$ cat src/common/dm_params.svh
// widths, dmi register addresses and fixed values of the debug module
`ifndef DM_PARAMS_SVH
`define DM_PARAMS_SVH

// dmi request fields
`define DM_ADDR_W 7
`define DM_DATA_W 32
`define DM_OP_W 2
`define DM_REQ_W (`DM_ADDR_W + `DM_DATA_W + `DM_OP_W)

// debug register map
`define DM_A_DMCONTROL 7'h10
`define DM_A_DMSTATUS 7'h11
`define DM_A_HARTINFO 7'h12
`define DM_A_HALTSUM1 7'h13
`define DM_A_SBCS 7'h38
`define DM_A_SBADDRESS0 7'h39
`define DM_A_SBDATA0 7'h3c
`define DM_A_HALTSUM0 7'h40

// spec 0.13
`define DM_VERSION 4'd2

// nscratch 2, dataaccess 1, datasize 1, dataaddr 0x380
`define DM_HARTINFO 32'h0021_1380

// sberror code for a bus error response
`define DM_SB_ERR_BADADDR 3'd2

`endif
$ cat src/common/dm_bus_pkg.sv
// system bus address, data and error types, and the sba engine states
`include "dm_params.svh"

package dm_bus_pkg;

    typedef logic [31:0] sb_addr_t;
    typedef logic [`DM_DATA_W-1:0] sb_data_t;
    typedef logic [2:0] sb_error_t;

    typedef enum logic [1:0] {
        SBA_IDLE,
        SBA_READ,
        SBA_WRITE,
        SBA_WAIT_RVALID
    } sba_state_e;

endpackage

$ cat src/common/dm_reg_pkg.sv
// dmi field types, operation encoding and response sequence states
`include "dm_params.svh"

package dm_reg_pkg;

    typedef logic [`DM_ADDR_W-1:0] dmi_addr_t;
    typedef logic [`DM_DATA_W-1:0] dmi_data_t;

    // address on top, data in the middle, op in the low bits
    typedef logic [`DM_REQ_W-1:0] dmi_req_t;

    // same layout, op field of zero means success
    typedef logic [`DM_REQ_W-1:0] dmi_resp_t;

    typedef enum logic [`DM_OP_W-1:0] {
        DMI_OP_NOP   = 2'd0,
        DMI_OP_READ  = 2'd1,
        DMI_OP_WRITE = 2'd2
    } dmi_op_e;

    typedef enum logic {
        DMI_IDLE,
        DMI_RESPOND
    } dmi_state_e;

endpackage

$ cat src/rtl/dm_top.sv
// debug module top, register block and system bus engine
`timescale 1ns/1ps

module dm_top (
    input  logic                  clk,
    input  logic                  rst_n,
    input  dm_reg_pkg::dmi_req_t  dmi_req_i,
    input  logic                  dmi_valid_i,
    output logic                  dmi_ready_o,
    output logic                  dmi_resp_valid_o,
    output dm_reg_pkg::dmi_resp_t dmi_resp_o,
    input  logic                  dmi_resp_ready_i,
    input  logic                  hart_halted_i,
    input  logic                  hart_resumeack_i,
    output logic                  debug_req_o,
    output logic                  resumereq_o,
    output logic                  ndmreset_o,
    output logic                  master_req_o,
    output logic                  master_we_o,
    output logic [3:0]            master_be_o,
    output dm_bus_pkg::sb_addr_t  master_addr_o,
    output dm_bus_pkg::sb_data_t  master_wdata_o,
    input  logic                  master_gnt_i,
    input  logic                  master_rvalid_i,
    input  logic                  master_err_i,
    input  dm_bus_pkg::sb_data_t  master_rdata_i
);

    logic                 sbbusy;
    logic                 sb_rdata_valid;
    dm_bus_pkg::sb_data_t sb_rdata;
    logic                 sb_err_valid;
    logic                 sb_addr_next_valid;
    dm_bus_pkg::sb_addr_t sb_addr_next;
    logic                 sb_addr_wr;
    logic                 sb_data_wr;
    logic                 sb_data_rd;
    logic                 sb_readonaddr;
    logic                 sb_readondata;
    logic                 sb_autoincr;
    dm_bus_pkg::sb_addr_t sb_addr;
    dm_bus_pkg::sb_data_t sb_wdata;

    dm_csrs u_csrs (
        .clk                  (clk),
        .rst_n                (rst_n),
        .dmi_req_i            (dmi_req_i),
        .dmi_valid_i          (dmi_valid_i),
        .dmi_ready_o          (dmi_ready_o),
        .dmi_resp_valid_o     (dmi_resp_valid_o),
        .dmi_resp_o           (dmi_resp_o),
        .dmi_resp_ready_i     (dmi_resp_ready_i),
        .hart_halted_i        (hart_halted_i),
        .hart_resumeack_i     (hart_resumeack_i),
        .debug_req_o          (debug_req_o),
        .resumereq_o          (resumereq_o),
        .ndmreset_o           (ndmreset_o),
        .sbbusy_i             (sbbusy),
        .sb_rdata_valid_i     (sb_rdata_valid),
        .sb_rdata_i           (sb_rdata),
        .sb_err_valid_i       (sb_err_valid),
        .sb_addr_next_valid_i (sb_addr_next_valid),
        .sb_addr_next_i       (sb_addr_next),
        .sb_addr_wr_o         (sb_addr_wr),
        .sb_data_wr_o         (sb_data_wr),
        .sb_data_rd_o         (sb_data_rd),
        .sb_readonaddr_o      (sb_readonaddr),
        .sb_readondata_o      (sb_readondata),
        .sb_autoincr_o        (sb_autoincr),
        .sb_addr_o            (sb_addr),
        .sb_wdata_o           (sb_wdata)
    );

    dm_sba u_sba (
        .clk                  (clk),
        .rst_n                (rst_n),
        .sb_addr_wr_i         (sb_addr_wr),
        .sb_data_wr_i         (sb_data_wr),
        .sb_data_rd_i         (sb_data_rd),
        .sb_readonaddr_i      (sb_readonaddr),
        .sb_readondata_i      (sb_readondata),
        .sb_autoincr_i        (sb_autoincr),
        .sb_addr_i            (sb_addr),
        .sb_wdata_i           (sb_wdata),
        .sbbusy_o             (sbbusy),
        .sb_rdata_valid_o     (sb_rdata_valid),
        .sb_rdata_o           (sb_rdata),
        .sb_err_valid_o       (sb_err_valid),
        .sb_addr_next_valid_o (sb_addr_next_valid),
        .sb_addr_next_o       (sb_addr_next),
        .master_req_o         (master_req_o),
        .master_we_o          (master_we_o),
        .master_be_o          (master_be_o),
        .master_addr_o        (master_addr_o),
        .master_wdata_o       (master_wdata_o),
        .master_gnt_i         (master_gnt_i),
        .master_rvalid_i      (master_rvalid_i),
        .master_err_i         (master_err_i),
        .master_rdata_i       (master_rdata_i)
    );

endmodule

$ cat src/rtl/dm_csrs.sv
// dmi decode, run control, sba registers and the dmi response sequence
`timescale 1ns/1ps
`include "dm_params.svh"

module dm_csrs (
    input  logic                  clk,
    input  logic                  rst_n,
    input  dm_reg_pkg::dmi_req_t  dmi_req_i,
    input  logic                  dmi_valid_i,
    output logic                  dmi_ready_o,
    output logic                  dmi_resp_valid_o,
    output dm_reg_pkg::dmi_resp_t dmi_resp_o,
    input  logic                  dmi_resp_ready_i,
    input  logic                  hart_halted_i,
    input  logic                  hart_resumeack_i,
    output logic                  debug_req_o,
    output logic                  resumereq_o,
    output logic                  ndmreset_o,
    input  logic                  sbbusy_i,
    input  logic                  sb_rdata_valid_i,
    input  dm_bus_pkg::sb_data_t  sb_rdata_i,
    input  logic                  sb_err_valid_i,
    input  logic                  sb_addr_next_valid_i,
    input  dm_bus_pkg::sb_addr_t  sb_addr_next_i,
    output logic                  sb_addr_wr_o,
    output logic                  sb_data_wr_o,
    output logic                  sb_data_rd_o,
    output logic                  sb_readonaddr_o,
    output logic                  sb_readondata_o,
    output logic                  sb_autoincr_o,
    output dm_bus_pkg::sb_addr_t  sb_addr_o,
    output dm_bus_pkg::sb_data_t  sb_wdata_o
);

    localparam int CTL_HALTREQ      = 31;
    localparam int CTL_RESUMEREQ    = 30;
    localparam int CTL_ACKHAVERESET = 28;
    localparam int CTL_NDMRESET     = 1;
    localparam int CTL_DMACTIVE     = 0;
    // haltreq, resumereq, hartsel, ndmreset and dmactive are kept
    localparam logic [31:0] CTL_WMASK = 32'hc3ff_ffc3;

    localparam int SBCS_BUSYERR  = 22;
    localparam int SBCS_RDONADDR = 20;
    localparam int SBCS_AUTOINCR = 16;
    localparam int SBCS_RDONDATA = 15;

    dm_reg_pkg::dmi_state_e state_q, state_d;
    dm_reg_pkg::dmi_op_e    req_op;
    dm_reg_pkg::dmi_addr_t  req_addr;
    dm_reg_pkg::dmi_data_t  req_data;
    dm_reg_pkg::dmi_data_t  resp_data_q, resp_data_d;
    dm_reg_pkg::dmi_data_t  dmcontrol_q, dmcontrol_d;
    dm_reg_pkg::dmi_data_t  dmstatus;
    dm_reg_pkg::dmi_data_t  sbcs;
    logic [19:0]            hartsel;
    logic                   hart_ok;
    logic                   halted;
    logic                   resumeack;
    logic                   dm_active;
    logic                   accept;
    logic                   sb_ok;
    logic                   havereset_q, havereset_d;
    logic                   sb_busyerr_q, sb_busyerr_d;
    logic                   sb_rdonaddr_q, sb_rdonaddr_d;
    logic                   sb_rdondata_q, sb_rdondata_d;
    logic                   sb_autoincr_q, sb_autoincr_d;
    dm_bus_pkg::sb_error_t  sb_error_q, sb_error_d;
    dm_bus_pkg::sb_addr_t   sbaddress0_q, sbaddress0_d;
    dm_bus_pkg::sb_data_t   sbdata0_q, sbdata0_d;

    assign req_op   = dm_reg_pkg::dmi_op_e'(dmi_req_i[`DM_OP_W-1:0]);
    assign req_data = dmi_req_i[`DM_DATA_W+`DM_OP_W-1:`DM_OP_W];
    assign req_addr = dmi_req_i[`DM_REQ_W-1:`DM_DATA_W+`DM_OP_W];

    // only hart 0 exists
    assign hartsel   = {dmcontrol_q[15:6], dmcontrol_q[25:16]};
    assign hart_ok   = (hartsel == 20'd0);
    assign halted    = hart_ok && hart_halted_i;
    assign resumeack = hart_ok && hart_resumeack_i;
    assign dm_active = dmcontrol_q[CTL_DMACTIVE];
    assign sb_ok     = !sbbusy_i && !sb_busyerr_q;

    assign dmi_ready_o      = (state_q == dm_reg_pkg::DMI_IDLE) && !sbbusy_i;
    assign accept           = dmi_valid_i && dmi_ready_o;
    assign dmi_resp_valid_o = (state_q == dm_reg_pkg::DMI_RESPOND);
    assign dmi_resp_o       = {{`DM_ADDR_W{1'b0}}, resp_data_q, {`DM_OP_W{1'b0}}};

    always_comb begin
        dmstatus        = '0;
        dmstatus[3:0]   = `DM_VERSION;
        // authenticated
        dmstatus[7]     = 1'b1;
        dmstatus[9:8]   = {2{halted}};
        dmstatus[11:10] = {2{hart_ok && !hart_halted_i}};
        dmstatus[15:14] = {2{!hart_ok}};
        dmstatus[17:16] = {2{resumeack}};
        dmstatus[19:18] = {2{havereset_q}};
    end

    always_comb begin
        sbcs = '0;
        if (dm_active) begin
            sbcs[31:29]         = 3'd1;
            sbcs[SBCS_BUSYERR]  = sb_busyerr_q;
            sbcs[21]            = sbbusy_i;
            sbcs[SBCS_RDONADDR] = sb_rdonaddr_q;
            // 32-bit access only
            sbcs[19:17]         = 3'd2;
            sbcs[SBCS_AUTOINCR] = sb_autoincr_q;
            sbcs[SBCS_RDONDATA] = sb_rdondata_q;
            sbcs[14:12]         = sb_error_q;
            sbcs[11:5]          = 7'd32;
            sbcs[2]             = 1'b1;
        end
    end

    always_comb begin
        state_d       = state_q;
        resp_data_d   = resp_data_q;
        dmcontrol_d   = dmcontrol_q;
        havereset_d   = havereset_q;
        sb_busyerr_d  = sb_busyerr_q;
        sb_rdonaddr_d = sb_rdonaddr_q;
        sb_rdondata_d = sb_rdondata_q;
        sb_autoincr_d = sb_autoincr_q;
        sb_error_d    = sb_error_q;
        sbaddress0_d  = sbaddress0_q;
        sbdata0_d     = sbdata0_q;
        sb_addr_wr_o  = 1'b0;
        sb_data_wr_o  = 1'b0;
        sb_data_rd_o  = 1'b0;

        case (state_q)
            dm_reg_pkg::DMI_IDLE: begin
                if (accept) begin
                    state_d = dm_reg_pkg::DMI_RESPOND;
                end
            end
            dm_reg_pkg::DMI_RESPOND: begin
                if (dmi_resp_ready_i) begin
                    state_d = dm_reg_pkg::DMI_IDLE;
                end
            end
            default: state_d = dm_reg_pkg::DMI_IDLE;
        endcase

        if (accept) begin
            resp_data_d = '0;
            if (req_op == dm_reg_pkg::DMI_OP_READ) begin
                case (req_addr)
                    `DM_A_DMSTATUS:   resp_data_d = dmstatus;
                    `DM_A_DMCONTROL:  resp_data_d = dmcontrol_q;
                    `DM_A_HARTINFO:   resp_data_d = `DM_HARTINFO;
                    `DM_A_HALTSUM0,
                    `DM_A_HALTSUM1:   resp_data_d = {31'd0, halted};
                    `DM_A_SBCS:       resp_data_d = sbcs;
                    `DM_A_SBADDRESS0: resp_data_d = sbaddress0_q;
                    `DM_A_SBDATA0: begin
                        resp_data_d = sbdata0_q;
                        if (!sb_ok) begin
                            sb_busyerr_d = 1'b1;
                        end else begin
                            sb_data_rd_o = dm_active && (sb_error_q == '0);
                        end
                    end
                    default: ;
                endcase
            end else if (req_op == dm_reg_pkg::DMI_OP_WRITE) begin
                case (req_addr)
                    `DM_A_DMCONTROL: begin
                        dmcontrol_d = req_data & CTL_WMASK;
                        if (req_data[CTL_ACKHAVERESET]) begin
                            havereset_d = 1'b0;
                        end
                    end
                    `DM_A_SBCS: begin
                        if (sbbusy_i) begin
                            sb_busyerr_d = 1'b1;
                        end else begin
                            sb_rdonaddr_d = req_data[SBCS_RDONADDR];
                            sb_rdondata_d = req_data[SBCS_RDONDATA];
                            sb_autoincr_d = req_data[SBCS_AUTOINCR];
                            // error bits are write 1 to clear
                            sb_busyerr_d  = sb_busyerr_q & ~req_data[SBCS_BUSYERR];
                            sb_error_d    = sb_error_q & ~req_data[14:12];
                        end
                    end
                    `DM_A_SBADDRESS0: begin
                        if (!sb_ok) begin
                            sb_busyerr_d = 1'b1;
                        end else begin
                            sbaddress0_d = req_data;
                            sb_addr_wr_o = dm_active && (sb_error_q == '0);
                        end
                    end
                    `DM_A_SBDATA0: begin
                        if (!sb_ok) begin
                            sb_busyerr_d = 1'b1;
                        end else begin
                            sbdata0_d    = req_data;
                            sb_data_wr_o = dm_active && (sb_error_q == '0);
                        end
                    end
                    default: ;
                endcase
            end
        end

        // resume request drops once the hart acknowledges
        if (dmcontrol_q[CTL_RESUMEREQ] && resumeack) begin
            dmcontrol_d[CTL_RESUMEREQ] = 1'b0;
        end
        if (ndmreset_o) begin
            havereset_d = 1'b1;
        end

        // completion of a bus access
        if (sb_rdata_valid_i) begin
            sbdata0_d = sb_rdata_i;
        end
        if (sb_err_valid_i) begin
            sb_error_d = `DM_SB_ERR_BADADDR;
        end
        if (sb_addr_next_valid_i) begin
            sbaddress0_d = sb_addr_next_i;
        end
    end

    always_ff @(posedge clk or negedge rst_n) begin
        if (!rst_n) begin
            state_q       <= dm_reg_pkg::DMI_IDLE;
            dmcontrol_q   <= '0;
            havereset_q   <= 1'b1;
            sb_busyerr_q  <= 1'b0;
            sb_rdonaddr_q <= 1'b0;
            sb_rdondata_q <= 1'b0;
            sb_autoincr_q <= 1'b0;
            sb_error_q    <= '0;
            sbaddress0_q  <= '0;
            sbdata0_q     <= '0;
        end else begin
            state_q     <= state_d;
            havereset_q <= havereset_d;
            // inactive module holds everything but dmactive at zero
            if (dmcontrol_d[CTL_DMACTIVE]) begin
                dmcontrol_q   <= dmcontrol_d;
                sb_busyerr_q  <= sb_busyerr_d;
                sb_rdonaddr_q <= sb_rdonaddr_d;
                sb_rdondata_q <= sb_rdondata_d;
                sb_autoincr_q <= sb_autoincr_d;
                sb_error_q    <= sb_error_d;
                sbaddress0_q  <= sbaddress0_d;
                sbdata0_q     <= sbdata0_d;
            end else begin
                dmcontrol_q   <= '0;
                sb_busyerr_q  <= 1'b0;
                sb_rdonaddr_q <= 1'b0;
                sb_rdondata_q <= 1'b0;
                sb_autoincr_q <= 1'b0;
                sb_error_q    <= '0;
                sbaddress0_q  <= '0;
                sbdata0_q     <= '0;
            end
        end
    end

    always_ff @(posedge clk) begin
        resp_data_q <= resp_data_d;
    end

    assign debug_req_o     = dmcontrol_q[CTL_HALTREQ];
    assign resumereq_o     = dmcontrol_q[CTL_RESUMEREQ];
    assign ndmreset_o      = dmcontrol_q[CTL_NDMRESET];
    assign sb_readonaddr_o = sb_rdonaddr_q;
    assign sb_readondata_o = sb_rdondata_q;
    assign sb_autoincr_o   = sb_autoincr_q;
    assign sb_addr_o       = sbaddress0_q;
    assign sb_wdata_o      = sbdata0_q;

endmodule

$ cat src/sba/dm_sba.sv
// system bus master engine, 32-bit reads and writes with busy and error report
`timescale 1ns/1ps

module dm_sba (
    input  logic                 clk,
    input  logic                 rst_n,
    input  logic                 sb_addr_wr_i,
    input  logic                 sb_data_wr_i,
    input  logic                 sb_data_rd_i,
    input  logic                 sb_readonaddr_i,
    input  logic                 sb_readondata_i,
    input  logic                 sb_autoincr_i,
    input  dm_bus_pkg::sb_addr_t sb_addr_i,
    input  dm_bus_pkg::sb_data_t sb_wdata_i,
    output logic                 sbbusy_o,
    output logic                 sb_rdata_valid_o,
    output dm_bus_pkg::sb_data_t sb_rdata_o,
    output logic                 sb_err_valid_o,
    output logic                 sb_addr_next_valid_o,
    output dm_bus_pkg::sb_addr_t sb_addr_next_o,
    output logic                 master_req_o,
    output logic                 master_we_o,
    output logic [3:0]           master_be_o,
    output dm_bus_pkg::sb_addr_t master_addr_o,
    output dm_bus_pkg::sb_data_t master_wdata_o,
    input  logic                 master_gnt_i,
    input  logic                 master_rvalid_i,
    input  logic                 master_err_i,
    input  dm_bus_pkg::sb_data_t master_rdata_i
);

    dm_bus_pkg::sba_state_e state_q, state_d;
    logic                   write_q;
    logic                   start_rd;
    logic                   start_wr;
    logic                   done;

    assign start_rd = (sb_addr_wr_i && sb_readonaddr_i) || (sb_data_rd_i && sb_readondata_i);
    assign start_wr = sb_data_wr_i;

    always_comb begin
        state_d = state_q;
        case (state_q)
            dm_bus_pkg::SBA_IDLE: begin
                if (start_wr) begin
                    state_d = dm_bus_pkg::SBA_WRITE;
                end else if (start_rd) begin
                    state_d = dm_bus_pkg::SBA_READ;
                end
            end
            // hold the request until granted
            dm_bus_pkg::SBA_READ,
            dm_bus_pkg::SBA_WRITE: begin
                if (master_gnt_i) begin
                    state_d = dm_bus_pkg::SBA_WAIT_RVALID;
                end
            end
            dm_bus_pkg::SBA_WAIT_RVALID: begin
                if (master_rvalid_i) begin
                    state_d = dm_bus_pkg::SBA_IDLE;
                end
            end
            default: state_d = dm_bus_pkg::SBA_IDLE;
        endcase
    end

    always_ff @(posedge clk or negedge rst_n) begin
        if (!rst_n) begin
            state_q <= dm_bus_pkg::SBA_IDLE;
            write_q <= 1'b0;
        end else begin
            state_q <= state_d;
            // direction is needed again when rvalid comes back
            if (state_q == dm_bus_pkg::SBA_IDLE && state_d != dm_bus_pkg::SBA_IDLE) begin
                write_q <= start_wr;
            end
        end
    end

    assign done = (state_q == dm_bus_pkg::SBA_WAIT_RVALID) && master_rvalid_i;

    assign sbbusy_o     = (state_q != dm_bus_pkg::SBA_IDLE);
    assign master_req_o = (state_q == dm_bus_pkg::SBA_READ) ||
                          (state_q == dm_bus_pkg::SBA_WRITE);
    assign master_we_o  = (state_q == dm_bus_pkg::SBA_WRITE);
    assign master_be_o  = 4'hf;

    // address and data registers stay stable while busy
    assign master_addr_o  = sb_addr_i;
    assign master_wdata_o = sb_wdata_i;

    assign sb_rdata_valid_o     = done && !write_q && !master_err_i;
    assign sb_rdata_o           = master_rdata_i;
    assign sb_err_valid_o       = done && master_err_i;
    assign sb_addr_next_valid_o = done && !master_err_i && sb_autoincr_i;
    assign sb_addr_next_o       = sb_addr_i + 32'd4;

endmodule

$ cat config.mk
export PLATFORM = sky130hd
export DESIGN_NAME = dm_top
export DESIGN_NICKNAME = d
export VERILOG_FILES = /design/src/common/dm_bus_pkg.sv /design/src/common/dm_reg_pkg.sv /design/src/rtl/dm_top.sv /design/src/rtl/dm_csrs.sv /design/src/sba/dm_sba.sv
export VERILOG_INCLUDE_DIRS = /design/src /design/src/common
export SDC_FILE = /design/constraint.sdc
export NUM_CORES = 1
export LEC_CHECK = 0
export ABC_AREA = 1
export BUFFER_PORTS_ARGS = -buffer_cell sky130_fd_sc_hd__buf_2
export CAP_MARGIN = 10
export CORE_ASPECT_RATIO = 1.2
export CORE_UTILIZATION = 49
export DETAILED_ROUTE_END_ITERATION = 8
export PLACE_DENSITY = 0.82
export SLEW_MARGIN = 20
export SYNTH_ARGS = -nofsm -noshare
export SYNTH_HDL_FRONTEND = slang
export SYNTH_SLANG_ARGS = --single-unit
$ cat constraint.sdc
create_clock -name clk -period 2.1 [get_ports clk]
set_input_delay 0.63 -clock clk [delete_from_list [all_inputs] [get_ports clk]]
set_output_delay 0.63 -clock clk [all_outputs]
set_load 0.05 [all_outputs]
# Word-level counts from Yosys, hierarchy flattened
# Index checks and enable logic that the tools add are counted.
totals:
  elab_cells: 189
  input_bits: 82
  out_inout_bits: 116
  regBits: 140
classes:
  muxes: 81
  reduce_logical: 45
  n_eq_ne: 42
  add_sub_neg: 1
  bitwise_logic: 5
ops:
  columns: ["cell", "count"]
  rows:
  - ["$mux W32", 18]
  - ["$pmux W32 S7", 1]
  - ["$ne A3 B3 Y1 const B", 21]
  - ["$mux W1", 47]
  - ["$add A32 B3 Y32 const B", 1]
  - ["$eq A7 B5 Y1 const B", 4]
  - ["$reduce_and A5 Y1", 5]
  - ["$eq A7 B6 Y1 const B", 3]
  - ["$mux W3", 7]
  - ["$logic_not A20 Y1", 1]
  - ["$mux W18", 1]
  - ["$logic_and A1 B1 Y1", 17]
  - ["$ne A2 B2 Y1 const B", 6]
  - ["$reduce_and A4 Y1", 3]
  - ["$reduce_bool A2 Y1", 6]
  - ["$mux W2", 4]
  - ["$eq A7 B7 Y1 const B", 1]
  - ["$eq A2 B2 Y1 const B", 3]
  - ["$logic_not A1 Y1", 6]
  - ["$pmux W2 S3", 1]
  - ["$reduce_or A2 Y1", 3]
  - ["$eq A2 B1 Y1 const B", 2]
  - ["$ne A4 B4 Y1 const B", 1]
  - ["$pmux W1 S2", 2]
  - ["8 further kinds", 10]

# Longest topological paths before layout
# Gate-level depths: netlist (run 1).
logic_depth:
  depth_word: 15
  mapped_depth: 16

# Modules after synthesis
# From an unflattened synthesis (run 1), not the netlist that was laid out.
unflattened:
  cells_unflattened: 1193
  area_unflattened_um2: 8839.7
by_module_without_submodules:
  columns: ["module", "area_per_inst_um2", "cells_per_inst", "n_inst", "seq_area_each_um2"]
  rows:
  - ["dm_csrs", 6965.4, 864, 1, 3389.5]
  - ["dm_sba", 1874.3, 329, 1, 75.1]

# Worst setup path before layout (run 1)
# Ideal clock, no wire load.
synth_path:
  path_type: "input to register"
  startpoint: "input port dmi_req_i[1]"
  endpoint: "register u_csrs.sbaddress0_q[16] (netlist: u_csrs.sb_addr_o[16])"
  setup_slack_ps: -112
  t_arrival_ps: 2092
  n_path_buf: 2
  path_stages: 16
  path_cell_list: "inv_1 ha_1 buf_4 inv_2 nand2_2 nor2_4 nand2_4 nand2_2 nand2_4 nand2_4 nand2_4 nand2_2 o21ai_4 buf_4 nand2_1 nand2_1"
synth_between:
  elab_chain_cells: 6
synth_rtl:
  columns: ["item", "line", "rtl"]
  rows:
  - ["start, declared", "dm_top.sv:7", "input dm_reg_pkg::dmi_req_t dmi_req_i,"]
  - ["$eq A2 B2 Y1", "dm_csrs.sv:169", "end else if (req_op == dm_reg_pkg::DMI_OP_WRITE) begin"]
  - ["$mux W32", "dm_csrs.sv:169", null]
  - ["$mux W32", "dm_csrs.sv:150", "if (req_op == dm_reg_pkg::DMI_OP_READ) begin"]
  - ["$mux W32", "dm_csrs.sv:148", "if (accept) begin"]
  - ["$ne A3 B3 Y1 (no source line)", null, null]
  - ["$reduce_and A5 Y1 (no source line)", null, null]
  - ["end signal, assigned", "dm_csrs.sv:253", "sbaddress0_q <= sbaddress0_d;"]
  - ["end, declared", "dm_csrs.sv:69", "dm_bus_pkg::sb_addr_t sbaddress0_q, sbaddress0_d;"]
# Several ways; a longest one is shown, not always the timed one. The select of a mux whose other input is x is not followed.
# A chain may end at the register's enable or synchronous reset.

# Worst setup path after layout (run 1)
layout_path:
  startpoint: "register u_sba.state_q[1]"
  endpoint: "register u_csrs.sbdata0_q[4] (netlist: u_csrs.sb_wdata_o[4])"
layout_between:
  elab_chain_cells: 7
layout_rtl:
  columns: ["item", "line", "rtl"]
  rows:
  - ["start, declared", "dm_sba.sv:32", "dm_bus_pkg::sba_state_e state_q, state_d;"]
  - ["start signal, assigned", "dm_sba.sv:69", "state_q <= dm_bus_pkg::SBA_IDLE;"]
  - ["start signal, assigned", "dm_sba.sv:72", "state_q <= state_d;"]
  - ["$reduce_bool A2 Y1", "dm_sba.sv:82", "assign sbbusy_o = (state_q != dm_bus_pkg::SBA_IDLE);"]
  - ["$logic_not A1 Y1", "dm_csrs.sv:82, dm_csrs.sv:84", null]
  - ["$logic_and A1 B1 Y1", "dm_csrs.sv:84", "assign dmi_ready_o = (state_q == dm_reg_pkg::DMI_IDLE) && !sbbusy_i;"]
  - ["$logic_and A1 B1 Y1", "dm_csrs.sv:85", "assign accept = dmi_valid_i && dmi_ready_o;"]
  - ["$mux W32", "dm_csrs.sv:148", null]
  - ["$ne A3 B3 Y1 (no source line)", null, null]
  - ["$reduce_and A5 Y1 (no source line)", null, null]
  - ["end signal, assigned", "dm_csrs.sv:254", "sbdata0_q <= sbdata0_d;"]
  - ["end, declared", "dm_csrs.sv:70", "dm_bus_pkg::sb_data_t sbdata0_q, sbdata0_d;"]
# Several ways; a longest one is shown, not always the timed one. The select of a mux whose other input is x is not followed.

==> results.json, run 1 <==
{
  "outcome": "finished clean",
  "worstHoldPathCells": 2,
  "critPathSlowestCell": "dfrtp_1",
  "worst_clock_skew_ns": 0.0101,
  "power.total_mw": 7.89,
  "finalHoldViolCount": 0,
  "wl_per_cell_um": 19.4,
  "synth_edf_count": 32,
  "antenna_found_initial": 1,
  "r2r-end": "u_csrs.sb_wdata_o[4]$_DFFE_PN0P_",
  "numCtsBuffers": 17,
  "io_pins": 198,
  "r2r_slack_ns": 0.01,
  "layout-drive-gt1-share_pct": 28.4,
  "internal_power_mw": 5.16,
  "final_antenna_net_count": 0,
  "ys_seq_elements": 132,
  "die_h_um": 141,
  "fin_crit_ns": 2.09,
  "synth_top_area_cell": "dfrtp_1",
  "synth-compound-area-share_pct": 15.1,
  "p_sw_mw": 2.73,
  "syn2layout_area_growth_pct": 33.2,
  "synthMuxAreaShare_pct": 0.429,
  "fin_crit_sh_pct": 99.3,
  "layout_common_cells": "nand2_1 (249), buf_2 (181), inv_1 (124)",
  "finalWirelength_mm": 29.6,
  "die_area_um2": 16600,
  "syn_inst": 1041,
  "cp.required_ns": 2.42,
  "rr_worst_depth": 10,
  "viasPerCell": 5.87,
  "fin_area_um2": 10500,
  "ys.flop_type": "dfrtp_1",
  "hold_start": "dmi_resp_ready_i",
  "dr.pass1.iters": 6,
  "root_buffer": "clkbuf_16",
  "comb_power_share_pct": 24.6,
  "yosysSeqAreaShare_pct": 44.0,
  "cp-end-kind": "register",
  "nNetsFinal": 1398,
  "setup_violations": 0,
  "dpl.hpwl_mm": 21.6,
  "core.rowCount": 50,
  "die_w_um": 118,
  "gp_congestion": 1.03,
  "crit_fanout": 12,
  "synth_cell_types": 45,
  "fin_setup_tns_ns": 0,
  "p_sw_share_pct": 34.6,
  "ys_top_cells_by_area": "dfrtp_1 (31%), edfxtp_1 (12%), nand2_1 (12%), nand3_1 (6.2%), inv_1 (6.1%)",
  "cts_tree": "done",
  "drv_slew": 0,
  "synth_xor_area_share_pct": 1.34,
  "max-cap-violations": 0,
  "drt_iter0_drc": 1230,
  "yosys.area_share.simple_pct": 27.5,
  "grt_usage_pct": 35.2,
  "yosys_warnings": 0,
  "cts_sinks": 132,
  "max_freq_ghz": 0.479,
  "power_frac_clock_pct": 38.7,
  "synth_top_family_by_area": "simple AND/OR/NAND/NOR gates",
  "start_util_pct": 50.3,
  "crit_chain": "buf_4, ha_1, nand2_1, nor2_4, buf_4, nand2_4, buf_12, mux2_2, nand3_1, nand2_1",
  "holdPathEnd": "u_csrs.dmi_resp_valid_o$_DFF_PN0_",
  "diodes": 0,
  "worst-setup-path-type": "register to register",
  "crit_path_max_incr_delay_ns": 0.41,
  "cts_max_level": 4,
  "dp_cells": 1492,
  "grt_first_pass_wirelength_mm": 44.7,
  "final_common_cell": "nand2_1",
  "path_clk_slew_ns": 0.06,
  "power_density_nw_per_um2": 753,
  "grt_start_max_net_pins": 48,
  "pwr-share-seq_pct": 36.7,
  "placed_cell_area_um2": 9720,
  "p_leak_nw": 5.11,
  "arrival_ns": 2.40,
  "async_reset_ff_share_pct": 75.8,
  "vias": 8981,
  "worstSkewPairLatency_ns": 0.44,
  "core_area_um2": 15600,
  "synthesis.area_um2": 7870,
  "synth_top_area_share_pct": 31.5,
  "grt_pass1_vias": 8368,
  "io_buffers": 184,
  "drc_errors": 0,
  "syn_avg_cell_area_um2": 7.56,
  "synthAdderAreaFrac_pct": 1.11,
  "reg2reg_from": "u_sba.state_q[1]$_DFF_PN0_",
  "layoutNonFillerInstCount": 1530,
  "start_kind": "register",
  "peakVddDrop_v": 0.000527,
  "gr-total-overflow": 0,
  "clockBufferDepth": 2,
  "hold_class": "input pin to register"
}
==> routing by layer <==
metal	vias to the layer above	wire length, µm	global-route usage, %
met5	-	0	0
met4	0	1850	19.6
met3	151	3510	8.45
met2	726	13600	55.4
met1	4117	10700	44.6
li1	3987	-	-
==> repair_timing <==
action                                  4_1_cts  5_1_grt
endpoints found under the setup margin       13       63
hold endpoints to repair                      1        0
buffers inserted                              0        2
cloned                                        0        3
pin swaps                                     0        3
hold buffers                                  1        0
resized for setup                             6       18
==> critical path, delay by kind of cell, from the launching register on <==
| kind | cells | cell delay, ns |
|---|---|---|
| adder cells (fa/ha/maj) | 1 | 0.22 |
| buffers and inverters | 3 | 0.47 |
| flip-flops | 1 | 0.41 |
| multiplexers | 1 | 0.37 |
| AND/OR/NAND/NOR | 5 | 0.49 |
==> sequential cells by signal (all words and copies together) (netlist names) <==
signal / flops
u_csrs.dmcontrol_q: 24
u_csrs.dmi_resp_valid_o: 1
u_csrs.havereset_q: 1
u_csrs.resp_data_q: 32
u_csrs.sb_addr_o: 32
u_csrs.sb_autoincr_o: 1
u_csrs.sb_busyerr_q: 1
u_csrs.sb_error_q: 3
u_csrs.sb_readonaddr_o: 1
u_csrs.sb_readondata_o: 1
u_csrs.sb_wdata_o: 32
u_sba.state_q: 2
u_sba.write_q: 1
==> area by class of cell <==
type                    instances  area, µm²
multi-input cells             732       3730
clock buffers                  17        425
flip-flops and latches        132       3460
inverters                     132        502
clock inverters                15        168
repair buffers                294       1940
well taps                     208        260
fillers                      1249       5160
==> worst max path at each step <==
stage | startpoint | depth (start not counted) | to | slack [ns]
2_1_floorplan | dmi_req_i[1] | 16 | u_csrs.sb_addr_o[21]$_DFFE_PN0P_ | 0.008
3_3_place_gp | dmi_req_i[0] | 13 | u_csrs.sb_wdata_o[7]$_DFFE_PN0P_ | -0.15
3_5_place_dp | dmi_req_i[0] | 14 | u_csrs.sb_wdata_o[13]$_DFFE_PN0P_ | -0.23
4_1_cts | u_sba.state_q[0]$_DFF_PN0_ | 5 | dmi_ready_o | 0.003
5_1_grt | u_sba.state_q[1]$_DFF_PN0_ | 13 | u_csrs.sb_wdata_o[14]$_DFFE_PN0P_ | -0.01
6_report | u_sba.state_q[1]$_DFF_PN0_ | 10 | u_csrs.sb_wdata_o[4]$_DFFE_PN0P_ | 0.01
==> metrics by stage <==
step	utilization (%)	worst slack, ns	hold slack, ns
2_1_floorplan	-	0.00847	0.334
6_report	67.0	0.0144	0.399
3_3_place_gp	62.2	-0.146	0.444
4_1_cts	66.1	0.00261	0.391
3_5_place_dp	62.2	-0.232	0.442
5_1_grt	67.0	-0.0102	0.416
==> cell families after synthesis <==
group / after synthesis
adder cells (fa/ha/maj): 7
AO/OA/AOI/OAI: 201
XOR/XNOR: 12
other: 2
buffers and inverters: 189
AND/OR/NAND/NOR: 495
flip-flops: 132
multiplexers: 3
==> synthesized netlist by cell type, types with 20 or more instances <==
master / number
clkbuf_1: 20
edfxtp_1: 32
o21ai_1: 24
nand2_1: 251
nand3_1: 97
nor2_1: 92
buf_4: 21
o21ai_0: 39
a21oi_1: 64
dfrtp_1: 99
o22ai_1: 32
inv_1: 128
==> power groups by stage <==
stage	Sequential [mW]	Clock, mW	Combinational [mW]
2_1_floorplan	3.44	0	0.716
3_3_place_gp	2.93	0	1.76
3_5_place_dp	2.94	0	1.79
4_1_cts	2.90	3.04	1.85
5_1_grt	2.91	3.14	2.06
6_report	2.90	3.05	1.94
No activity file was read; power rests on OpenSTA's default activity.
==> inputs of run 2 (changes only) <==
- ABC_AREA: 1 -> 0
- CORE_UTILIZATION: 49 -> 48
==> run 2 against run 1 <==
Compared with the run above:
- sequential share of layout area up 1.5 points
- the run now ends with setup timing left
- clock skew increased by 0.0015 ns
- sequential cell count unchanged
- critical path depth increased by 1
- non-clock buffer count up 12
- utilization grew 2.4 points
- synthesized area down 9.2%
- final cell count shrank 22%
- design area is 4.1% lower
- die area shrank 7.2%
- clock power down 11%
==> results.json, run 2 <==
{
  "internal_power_mw": 4.99,
  "arrival_ns": 2.63,
  "cts_tree": "done",
  "layout_common_cells": "buf_2 (180), buf_4 (95), dfrtp_1 (90)",
  "die_w_um": 113,
  "worst-setup-path-type": "register to register",
  "p_sw_share_pct": 33.1,
  "cp.required_ns": 2.40,
  "comb_power_share_pct": 25.2,
  "root_buffer": "clkbuf_16",
  "nNetsFinal": 1065,
  "fin_crit_sh_pct": 111,
  "gp_congestion": 0.946,
  "max_freq_ghz": 0.428,
  "path_clk_slew_ns": 0.06,
  "path_delay_family": "simple AND/OR/NAND/NOR gates",
  "p_sw_mw": 2.47,
  "drv_slew": 0,
  "power_density_nw_per_um2": 742,
  "critPathBufInv": 4,
  "grt_usage_pct": 35.1,
  "drt_iter0_drc": 1085,
  "grt_pass1_vias": 7377,
  "hold_class": "input pin to async pin",
  "ys_top_cells_by_count": "dfrtp_1 (99), a21oi_1 (61), nand2_1 (42)",
  "grtUsageMet3_pct": 8.23,
  "ys.flop_type": "dfrtp_1",
  "numCtsBuffers": 17,
  "synth_edf_count": 32,
  "finalWirelength_mm": 27.1,
  "max-cap-violations": 0,
  "peakVddDrop_v": 0.000424,
  "start_kind": "register",
  "critPathSlowestCell": "dfrtp_1",
  "vias": 7689,
  "syn2layout_area_growth_pct": 40.7,
  "fin_setup_tns_ns": -12.41,
  "reg2reg_from": "u_sba.state_q[1]$_DFF_PN0_",
  "placed_cell_area_um2": 9080,
  "top_usage_layer": "met2",
  "worst_slack_ns": -0.235,
  "crit_path_max_incr_delay_ns": 0.38,
  "synth_cell_types": 75,
  "cp-end-kind": "register",
  "r2r-end": "u_csrs.sb_wdata_o[18]$_DFFE_PN0P_",
  "synth_top_area_share_pct": 34.7,
  "start_util_pct": 49.4,
  "rsz0062_at_grt": "true",
  "syn_avg_cell_area_um2": 10.2,
  "multiInputGateArea_um2": 3600,
  "synthesis.area_um2": 7140,
  "dr.pass1.iters": 6,
  "fin_area_um2": 10100,
  "grt_first_pass_wirelength_mm": 40.5,
  "io_buffers": 184,
  "n_fill_cell": 1010,
  "power_frac_clock_pct": 36.4,
  "yosysMostFrequentCell": "dfrtp_1",
  "slew_headroom_pct": 66.2,
  "io_pins": 198,
  "crit_fanout": 13,
  "finalHoldViolCount": 0,
  "worst_slew_pin_slew_ns": 0.502,
  "synth_top_area_cell": "dfrtp_1",
  "worstSkewPairLatency_ns": 0.43,
  "core.rowCount": 48,
  "regArea_um2": 3480,
  "yosysSeqAreaShare_pct": 48.5,
  "pwr-share-seq_pct": 38.4,
  "fin_crit_ns": 2.33,
  "setup_violations": 73,
  "worst_clock_skew_ns": 0.0116,
  "cts_max_level": 4,
  "ys_top_cells_by_area": "dfrtp_1 (35%), edfxtp_1 (13%), a221o_1 (4.5%), a21oi_1 (4.3%), a22o_1 (2.7%)",
  "layout-drive-gt1-share_pct": 41.9,
  "p_leak_nw": 4.51,
  "grt.met1_usage_pct": 44.0,
  "gr-total-overflow": 0,
  "die_area_um2": 15400,
  "crit_chain": "inv_2, ha_4, nand3b_1, buf_6, nor2_4, a21boi_4, buf_12, nor2_4, nor2_4, buf_8, a221o_1",
  "path_common_cell": "nor2_4",
  "holdBufCountCts": 0,
  "final_antenna_net_count": 0,
  "clockBufferDepth": 2,
  "drc_errors": 0,
  "async_reset_ff_share_pct": 75.8,
  "outcome": "complete, but fails checks",
  "syn_inst": 700,
  "grt_use_met2_pct": 55.4,
  "antenna_found_initial": 1,
  "wl_per_cell_um": 22.8,
  "viasPerCell": 6.46,
  "r2r_slack_ns": -0.23,
  "ys_seq_elements": 132,
  "dpl.hpwl_mm": 18.6,
  "yosys_warnings": 0,
  "core_area_um2": 14500,
  "violations": "setup timing",
  "rr_worst_depth": 11,
  "grt_start_max_net_pins": 65,
  "final_common_cell": "buf_2",
  "die_h_um": 136,
  "cts_sinks": 132
}
[run 2: cell types whose count changed after synthesis, moves of 21 or more]
| cell | change |
|---|---|
| a221o_1 | +32 |
| a22o_1 | +22 |
| and2_1 | +24 |
| inv_1 | -107 |
| nand2_1 | -209 |
| nand3_1 | -79 |
| nor2_1 | -53 |
| o21ai_0 | -28 |
| o22ai_1 | -21 |
[run 2: worst max-delay path by stage]
stage / start / endpoint / slack, ns / cells after the start
after global placement: dmi_req_i[1] / u_csrs.sb_addr_o[31]$_DFFE_PN0P_ / -0.51 / 11
after global routing: u_sba.state_q[1]$_DFF_PN0_ / u_csrs.sb_wdata_o[18]$_DFFE_PN0P_ / -0.36 / 11
final: u_sba.state_q[1]$_DFF_PN0_ / u_csrs.sb_wdata_o[18]$_DFFE_PN0P_ / -0.23 / 11
after floorplan: dmi_req_i[1] / u_csrs.sb_wdata_o[10]$_DFFE_PN0P_ / -0.14 / 9
after detailed placement: dmi_req_i[1] / u_csrs.sb_wdata_o[15]$_DFFE_PN0P_ / -0.55 / 12
after CTS: u_sba.state_q[1]$_DFF_PN0_ / u_csrs.sb_wdata_o[19]$_DFFE_PN0P_ / -0.11 / 11
[run 2: logic make-up after synthesis]
group / share of synthesized area (%)
DFF: 48.5
xor gates and xnor gates: 0.123
adders and majority gates: 1.23
and+or+nand+nor: 17.1
muxes: 0.701
AOI/OAI and AO/OA: 26.5
buffers and inverters: 5.73
other: 0.105
[run 2: cell type report]
cell class | count | share of cell area [%]
timing repair inverter | 1 | 0.0622
inverter | 22 | 1.02
sequential | 132 | 34.6
clock inverter | 8 | 0.535
timing repair buffer | 306 | 20.7
tap | 200 | 2.49
antenna | 1 | 0.0249
clock buffer | 24 | 4.79
multi-input combinational | 496 | 35.8
[run 2: stage by stage]
stage | power [mW] | std cells | util [%] | setup WS, ns | hold slack (ns)
6_report | 7.46 | 1190 | 69.5 | -0.235 | 0.0104
5_1_grt | 7.68 | 1190 | 69.5 | -0.363 | 0.00809
2_1_floorplan | 4.00 | 711 | - | -0.138 | 0.334
3_5_place_dp | 4.60 | 1145 | 62.7 | -0.551 | 0.452
3_3_place_gp | 4.57 | 1145 | 62.7 | -0.509 | 0.451
4_1_cts | 7.32 | 1184 | 67.7 | -0.110 | 0.00982
[run 2: metal layers]
layer | vias to the layer above | routed length [µm]
li1 | 3241 | -
met1 | 3664 | 9830
met2 | 635 | 12800
met3 | 149 | 2780
met4 | 0 | 1660
met5 | - | 0
[run 2: power by group through the flow]
| stage | sequential [mW] | combinational (mW) | clock [mW] |
|---|---|---|---|
| after floorplan | 3.36 | 0.638 | 0 |
| after global placement | 2.91 | 1.67 | 0 |
| after detailed placement | 2.91 | 1.69 | 0 |
| after CTS | 2.86 | 1.74 | 2.71 |
| after global routing | 2.87 | 1.97 | 2.83 |
| final | 2.87 | 1.88 | 2.71 |
[run 2: timing repair]
item | CTS | global route
gates cloned | 3 | 1
buffers inserted | 4 | 5
pin swaps | 9 | 16
resized for setup | 27 | 50
endpoints found under the setup margin | 73 | 91
